$ cat src/logic/pwmPkg.sv
package pwmPkg;

	// ==============================
	// sizes
	// ==============================
	localparam logic [7:0] PERIPHERAL_ID = 8'h02;
	localparam int DEVICE_COUNT = 4;
	localparam int OUTPUTS_PER_DEVICE = 4;
	localparam int PWM_WIDTH = 16;
	localparam int PRESCALE_WIDTH = 32;
	localparam int ADDRESS_WIDTH = 24;
	localparam int DATA_WIDTH = 32;
	localparam int BYTE_COUNT = DATA_WIDTH / 8;
	localparam int DEVICE_INDEX_WIDTH = $clog2(DEVICE_COUNT);
	localparam int COMPARE_INDEX_WIDTH = $clog2(OUTPUTS_PER_DEVICE);

	// ==============================
	// register map
	// ==============================
	// byte offsets inside one device
	// device number sits in address bits 11:8
	localparam logic [7:0] REG_CONTROL = 8'h00;
	localparam logic [7:0] REG_PRESCALE = 8'h04;
	localparam logic [7:0] REG_PERIOD = 8'h08;
	localparam logic [7:0] REG_COMPARE_BASE = 8'h10;

	typedef struct packed {
		logic we;
		logic oe;
		logic [ADDRESS_WIDTH-1:0] address;
		logic [BYTE_COUNT-1:0] byteSelect;
		logic [DATA_WIDTH-1:0] dataWrite;
	} busRequest_t;

	typedef struct packed {
		logic [DATA_WIDTH-1:0] dataRead;
		logic requestOutput;
	} busResponse_t;

	// one device worth of settings
	typedef struct packed {
		logic run;
		logic [OUTPUTS_PER_DEVICE-1:0] enableMask;
		logic [PRESCALE_WIDTH-1:0] prescale;
		logic [PWM_WIDTH-1:0] period;
		logic [OUTPUTS_PER_DEVICE-1:0][PWM_WIDTH-1:0] compare;
	} deviceConfig_t;

endpackage

$ cat src/logic/pwmBusControl.sv
`timescale 1ns/1ps

module pwmBusControl import pwmPkg::*; (
	input logic clk,
	input logic rst,
	input busRequest_t request,
	output busResponse_t response,
	output deviceConfig_t [DEVICE_COUNT-1:0] deviceConfig,
	output logic [DEVICE_COUNT-1:0] restart
);

	logic peripheralEnable;
	logic [3:0] deviceNumber;
	logic [3:0] deviceOffset;
	logic deviceValid;
	logic [DEVICE_INDEX_WIDTH-1:0] deviceIndex;
	logic [7:0] offset;
	logic [7:0] compareOffset;
	logic compareHit;
	logic [COMPARE_INDEX_WIDTH-1:0] compareIndex;
	logic regMapped;
	logic [DATA_WIDTH-1:0] regData;
	logic [DATA_WIDTH-1:0] writeValue;
	logic accessHit;
	logic readHit;
	logic writeHit;
	deviceConfig_t selected;

	function automatic logic [DATA_WIDTH-1:0] mergeBytes(
		input logic [DATA_WIDTH-1:0] current,
		input logic [DATA_WIDTH-1:0] data,
		input logic [BYTE_COUNT-1:0] select
	);
		logic [DATA_WIDTH-1:0] merged;
		merged = current;
		for (int b = 0; b < BYTE_COUNT; b++) begin
			if (select[b]) begin
				merged[b*8 +: 8] = data[b*8 +: 8];
			end
		end
		return merged;
	endfunction

	// ==============================
	// address decode
	// ==============================
	assign peripheralEnable = request.address[23:16] == PERIPHERAL_ID;
	assign deviceNumber = request.address[11:8];
	assign deviceValid = (deviceNumber >= 4'd1) && (deviceNumber <= DEVICE_COUNT);
	assign deviceOffset = deviceNumber - 4'd1;
	assign deviceIndex = deviceOffset[DEVICE_INDEX_WIDTH-1:0];
	assign offset = request.address[7:0];

	// compare n at base + 4n
	assign compareOffset = offset - REG_COMPARE_BASE;
	assign compareIndex = compareOffset[COMPARE_INDEX_WIDTH+1:2];
	assign compareHit = (offset >= REG_COMPARE_BASE)
		&& (compareOffset < 8'(4 * OUTPUTS_PER_DEVICE))
		&& (offset[1:0] == 2'b00);

	assign selected = deviceConfig[deviceIndex];

	// current contents of the addressed register
	always_comb begin
		regMapped = 1'b1;
		regData = '0;
		if (compareHit) begin
			regData = DATA_WIDTH'(selected.compare[compareIndex]);
		end else begin
			case (offset)
				REG_CONTROL: regData = DATA_WIDTH'({selected.enableMask, 3'b000, selected.run});
				REG_PRESCALE: regData = DATA_WIDTH'(selected.prescale);
				REG_PERIOD: regData = DATA_WIDTH'(selected.period);
				default: regMapped = 1'b0;
			endcase
		end
	end

	assign accessHit = peripheralEnable && deviceValid && regMapped;
	assign readHit = request.oe && accessHit;
	assign writeHit = request.we && accessHit;
	assign writeValue = mergeBytes(regData, request.dataWrite, request.byteSelect);

	assign response.requestOutput = readHit;
	assign response.dataRead = readHit ? regData : '0;

	// ==============================
	// register file
	// ==============================
	always_ff @(posedge clk) begin
		if (rst) begin
			deviceConfig <= '0;
			restart <= '0;
		end else begin
			restart <= '0;
			if (writeHit) begin
				if (compareHit) begin
					deviceConfig[deviceIndex].compare[compareIndex] <= writeValue[PWM_WIDTH-1:0];
				end else begin
					case (offset)
						REG_CONTROL: begin
							deviceConfig[deviceIndex].run <= writeValue[0];
							deviceConfig[deviceIndex].enableMask <= writeValue[7:4];
							restart[deviceIndex] <= 1'b1;
						end
						REG_PRESCALE: deviceConfig[deviceIndex].prescale <= writeValue;
						REG_PERIOD: deviceConfig[deviceIndex].period <= writeValue[PWM_WIDTH-1:0];
						default: ;
					endcase
				end
			end
		end
	end

endmodule

$ cat src/logic/pwmChannel.sv
`timescale 1ns/1ps

module pwmChannel import pwmPkg::*; (
	input logic clk,
	input logic rst,
	input logic run,
	input logic enable,
	input logic [PWM_WIDTH-1:0] count,
	input logic [PWM_WIDTH-1:0] compare,
	output logic pwmEn,
	output logic pwmOut
);

	logic level;

	// zero compare stays low and compare above period stays high
	assign level = run && (count < compare);

	always_ff @(posedge clk) begin
		if (rst) begin
			pwmOut <= 1'b0;
			pwmEn <= 1'b0;
		end else begin
			pwmOut <= level;
			pwmEn <= run && enable;
		end
	end

endmodule

$ cat src/logic/pwmDevice.sv
`timescale 1ns/1ps

module pwmDevice import pwmPkg::*; (
	input logic clk,
	input logic rst,
	input deviceConfig_t deviceConfig,
	input logic restart,
	output logic [OUTPUTS_PER_DEVICE-1:0] pwmEn,
	output logic [OUTPUTS_PER_DEVICE-1:0] pwmOut
);

	// shared by every channel of this device
	logic [PWM_WIDTH-1:0] count;

	pwmTimebase timebase (
		.clk(clk),
		.rst(rst),
		.run(deviceConfig.run),
		.restart(restart),
		.prescale(deviceConfig.prescale),
		.period(deviceConfig.period),
		.count(count)
	);

	// ==============================
	// compare channels
	// ==============================
	for (genvar i = 0; i < OUTPUTS_PER_DEVICE; i++) begin : channelGen
		pwmChannel channel (
			.clk(clk),
			.rst(rst),
			.run(deviceConfig.run),
			.enable(deviceConfig.enableMask[i]),
			.count(count),
			.compare(deviceConfig.compare[i]),
			.pwmEn(pwmEn[i]),
			.pwmOut(pwmOut[i])
		);
	end

endmodule

$ cat src/logic/pwmTimebase.sv
`timescale 1ns/1ps

module pwmTimebase import pwmPkg::*; (
	input logic clk,
	input logic rst,
	input logic run,
	input logic restart,
	input logic [PRESCALE_WIDTH-1:0] prescale,
	input logic [PWM_WIDTH-1:0] period,
	output logic [PWM_WIDTH-1:0] count
);

	logic [PRESCALE_WIDTH-1:0] prescaler;
	logic prescaleWrap;
	logic periodWrap;

	// >= so a smaller limit written mid-cycle still wraps
	assign prescaleWrap = prescaler >= prescale;
	assign periodWrap = count >= period;

	always_ff @(posedge clk) begin
		if (rst) begin
			prescaler <= '0;
			count <= '0;
		end else if (!run || restart) begin
			// held at zero while stopped or restarting
			prescaler <= '0;
			count <= '0;
		end else if (prescaleWrap) begin
			prescaler <= '0;
			if (periodWrap) begin
				count <= '0;
			end else begin
				count <= count + 1'b1;
			end
		end else begin
			prescaler <= prescaler + 1'b1;
		end
	end

endmodule

$ cat src/logic/pwmTop.sv
`timescale 1ns/1ps

module pwmTop import pwmPkg::*; (
	input logic clk,
	input logic rst,
	input busRequest_t request,
	output busResponse_t response,
	output logic [DEVICE_COUNT*OUTPUTS_PER_DEVICE-1:0] pwmEn,
	output logic [DEVICE_COUNT*OUTPUTS_PER_DEVICE-1:0] pwmOut
);

	deviceConfig_t [DEVICE_COUNT-1:0] deviceConfig;
	logic [DEVICE_COUNT-1:0] restart;

	pwmBusControl busControl (
		.clk(clk),
		.rst(rst),
		.request(request),
		.response(response),
		.deviceConfig(deviceConfig),
		.restart(restart)
	);

	// device i owns outputs 4i to 4i+3
	for (genvar i = 0; i < DEVICE_COUNT; i++) begin : deviceGen
		pwmDevice device (
			.clk(clk),
			.rst(rst),
			.deviceConfig(deviceConfig[i]),
			.restart(restart[i]),
			.pwmEn(pwmEn[i*OUTPUTS_PER_DEVICE +: OUTPUTS_PER_DEVICE]),
			.pwmOut(pwmOut[i*OUTPUTS_PER_DEVICE +: OUTPUTS_PER_DEVICE])
		);
	end

endmodule

$ cat config.mk
export PLATFORM = sky130hd
export DESIGN_NAME = pwmTop
export DESIGN_NICKNAME = d
export VERILOG_FILES = /design/src/logic/pwmPkg.sv /design/src/logic/pwmBusControl.sv /design/src/logic/pwmChannel.sv /design/src/logic/pwmDevice.sv /design/src/logic/pwmTimebase.sv /design/src/logic/pwmTop.sv
export SDC_FILE = /design/constraint.sdc
export NUM_CORES = 2
export LEC_CHECK = 0
export BUFFER_PORTS_ARGS = -buffer_cell sky130_fd_sc_hd__buf_4
export CAP_MARGIN = 5
export CORE_MARGIN = 2
export CORE_UTILIZATION = 50
export DETAILED_ROUTE_END_ITERATION = 10
export GPL_ROUTABILITY_DRIVEN = 0
export HOLD_SLACK_MARGIN = 0.15
export PLACE_DENSITY_LB_ADDON = 0.3
export SLEW_MARGIN = 25
export SYNTH_ARGS = -nofsm -noshare
export SYNTH_HDL_FRONTEND = slang
export SYNTH_SLANG_ARGS = --single-unit
$ cat constraint.sdc
create_clock -name clk -period 4.9 [get_ports clk]
set_clock_uncertainty 0.05 [all_clocks]
set_input_delay 0.49 -clock clk [delete_from_list [all_inputs] [get_ports clk]]
set_output_delay 0.49 -clock clk [all_outputs]
set_load 0.005 [all_outputs]
==> run summary <==
Vias -> 35400
Dpl cell area -> 0.0425 mm2
Cells after synthesis -> 4668
Worst path slowest cell -> ha_4
Cell Area, Synth -> 0.0411 mm2
Setup crit start kind -> primary input
Deepest clock path buffer count -> 3
Area added between synthesis and finish -> 9.95%
Die Height -> 291 um
Final nets -> 5149
Setup TNS -> 0 ps
Crit Path Class -> in -> out
Vias per Instance -> 6.14
Max VDD drop -> 0.239 mV
CP peak stage delay -> 610 ps
FP Rows -> 105
Synth top area cells -> dfxtp_1 34%, ha_1 14%, mux4_2 7.3%, nand3b_1 6.2%, o21ai_0 5.5%
Worst path bufs/invs -> 4
Syn nets -> 5177
DR DRC count -> 0
Layout cell share with drive strength beyond 1 -> 9.81%
Synthesized area per cell -> 8.80 um2
Antenna violations before repair -> 5
First-pass GRT wire length -> 201000 um
Final Hold Viols -> 0
Max-cap violations -> 0
# port buffers -> 124
Yosys top cell by area -> dfxtp_1
Starting DRT DRC Count -> 4873
Die ar. -> 0.0845 mm2
Post-CTS sizing -> 0
Worst EP required -> 4360 ps
Slew @ Worst Pin -> 1130 ps
Total track usage -> 31.1%
Drt pass-1 iters -> 6
Vias in the first global route -> 32000
Num CTS Buffers -> 76
Relative slew margins -> 24.4%
Cell variety after synth -> 79
Design area -> 0.0452 mm2
Root buffer cell -> clkbuf_16
Final worst path period need -> 3920 ps
CTS tree -> done
Leakage -> 16.6 nW
Fin. max-slew vios -> 0
CP Max Fanout -> 33
EDFF count, synth -> 0
Largest net degree at the start of global routing -> 146
Dpl hpwl -> 97900 um
Worst skew pair latency -> 640 ps
FF+latch count, synth -> 696
Hold WC Path Type -> in -> reg
Max H-tree Level -> 3
CP delay by family, top -> multiplexers
Tcrit/Tclk final -> 80.0%
Share of the synthesized area in the top cell type -> 33.9%
PD cells -> 272 mW/mm2
Clock transition at path regs -> 60 ps
Routed Antenna Nets -> 0
Endpoints failing setup -> 0
F_max -> 255 MHz
Status -> finished, final reports clean
Synth warn -> 0
Post-synth top flop -> dfxtp_1
Clock Sink Count -> 696
Overall routed net length -> 135000 um
Worst setup EP type -> output port
Worst EP arrival -> 3380 ps
Post-CTS Setup Bufs -> 0
Routed length per instance -> 23.4 um
RSZ-0062 raised after global routing -> false
Grt ovf -> 0
Initial Util -> 50.3%
Core area -> 0.0817 mm2
Seq/Total Area, Yosys -> 33.9%
I/O pin count -> 129
Die Span X -> 291 um
Worst-path cell chain -> buf_6 > inv_1 > ha_4 > buf_4 > mux4_2 > mux4_2 > a21oi_1 > nor2_1 > buf_4
FFs w/ async S/R, synth -> 0%
Hold Buf Count CTS -> 0
[path summary, 6_finish.rpt]
path	start	cells after the start	slack, ps	to
max	request[44]	9	980	response[3]
min	request[22]	5	350	busControl.deviceConfig[336]$_SDFFE_PP0P_
max reg2reg	busControl.deviceConfig[80]$_SDFFE_PP0P_	9	1210	deviceGen[0].device.timebase.prescaler[23]$_SDFF_PP0_
min reg2reg	deviceGen[3].device.timebase.prescaler[0]$_SDFF_PP0_	1	420	deviceGen[3].device.timebase.prescaler[0]$_SDFF_PP0_
[synth_stat cells (12+ instances only)]
cell	n
o31ai_1	12
buf_2	25
inv_1	510
a21oi_1	216
nand4_1	107
nor2_1	273
dfxtp_1	696
clkbuf_2	12
a211oi_1	32
o21ai_1	49
o21ai_0	451
a21o_1	110
nand3b_1	341
and4_1	19
o2111ai_1	18
and2_1	33
nand2b_1	28
nand2_1	313
and3_1	49
nor3_1	22
mux4_2	133
buf_6	13
a31oi_1	31
ha_1	445
clkbuf_1	171
nand3_1	97
xor2_1	66
or3_1	77
a211o_1	19
o21bai_1	19
buf_4	44
xnor2_1	58
[state kept, by name, indices dropped and copies added (netlist names)]
register and count:
busControl.deviceConfig 468, deviceGen.device.timebase.prescaler 128, deviceGen.device.timebase.count 64, deviceGen.device.channelGen.channel.pwmEn 16, deviceGen.device.channelGen.channel.pwmOut 16, busControl.restart 4
[kinds of logic (layout without fill, tap and decap cells)]
| kind of cell | after synthesis | after routing | synth area share [%] |
|---|---|---|---|
| buf+inv | 787 | 819 | 7.94 |
| simple gates | 1421 | 1421 | 19.3 |
| other cells | 0 | 1 | 0 |
| xor+xnor | 124 | 124 | 2.64 |
| compound gates | 1051 | 1051 | 15.1 |
| fa+ha+maj | 445 | 445 | 13.6 |
| flops | 696 | 696 | 33.9 |
| mux | 144 | 144 | 7.56 |
[metal layers]
layer	track usage [%]	wire length, um	part of all wire, %	up-vias
met4	11.1	4760	3.5	2
met1	46.2	58500	43	16900
met3	9.26	18800	14	235
met2	41.9	52900	39	1881
li1	-	-	-	16500
met5	0	16	0.012	-
[report_power, final]
| part | total (W) | internal [W] | switching, W |
|---|---|---|---|
| logic | 0.000471 | 0.000170 | 0.000301 |
| registers | 0.00566 | 0.00566 | 0.000000000643 |
| clock network | 0.00616 | 0.00369 | 0.00248 |
| total | 0.0123 | 0.00951 | 0.00278 |
[layout make-up]
class / instances / area (um2)
Fill cell: 7376 / 36500
Multi-Input combinational cell: 3185 / 23900
Sequential cell: 696 / 13900
Clock buffer: 115 / 2350
Inverter: 511 / 1920
Timing Repair Buffer: 170 / 1410
Tap cell: 1070 / 1340
Clock inverter: 23 / 304
Antenna cell: 1 / 2.50
[per-stage QoR]
step                      hold slack [ps]  power (W)  utilization [%]  setup WS, ps  cells
final                                 351     0.0123             55.3           980   5771
after floorplan                       376    0.00605                -           642   4668
after global placement                391    0.00623             52.0           982   5630
after detailed placement              410    0.00624             52.0           925   5632
after CTS                             321     0.0123             55.3          1050   5770
after global routing                  377     0.0125             55.3           904   5770
[placed cells by master (no fill, tap or decap), types with 110 or more instances in the layout]
cell        n
nand2_1   313
dfxtp_1   696
buf_4     157
a21oi_1   216
ha_1      444
nor2_1    273
mux4_2    133
o21ai_0   451
a21o_1    110
nand3b_1  341
inv_1     510
[worst reg2reg max path, stage by stage (launching register included)]
cell and delay [ps]:
dfxtp_1 550, ha_1 300, nand2b_1 130, a211oi_1 270, o311ai_0 180, o221ai_1 240, a21o_1 700, nand2_1 630
buf_4 420, nor2_1 150
No activity file was read; power rests on OpenSTA's default activity.
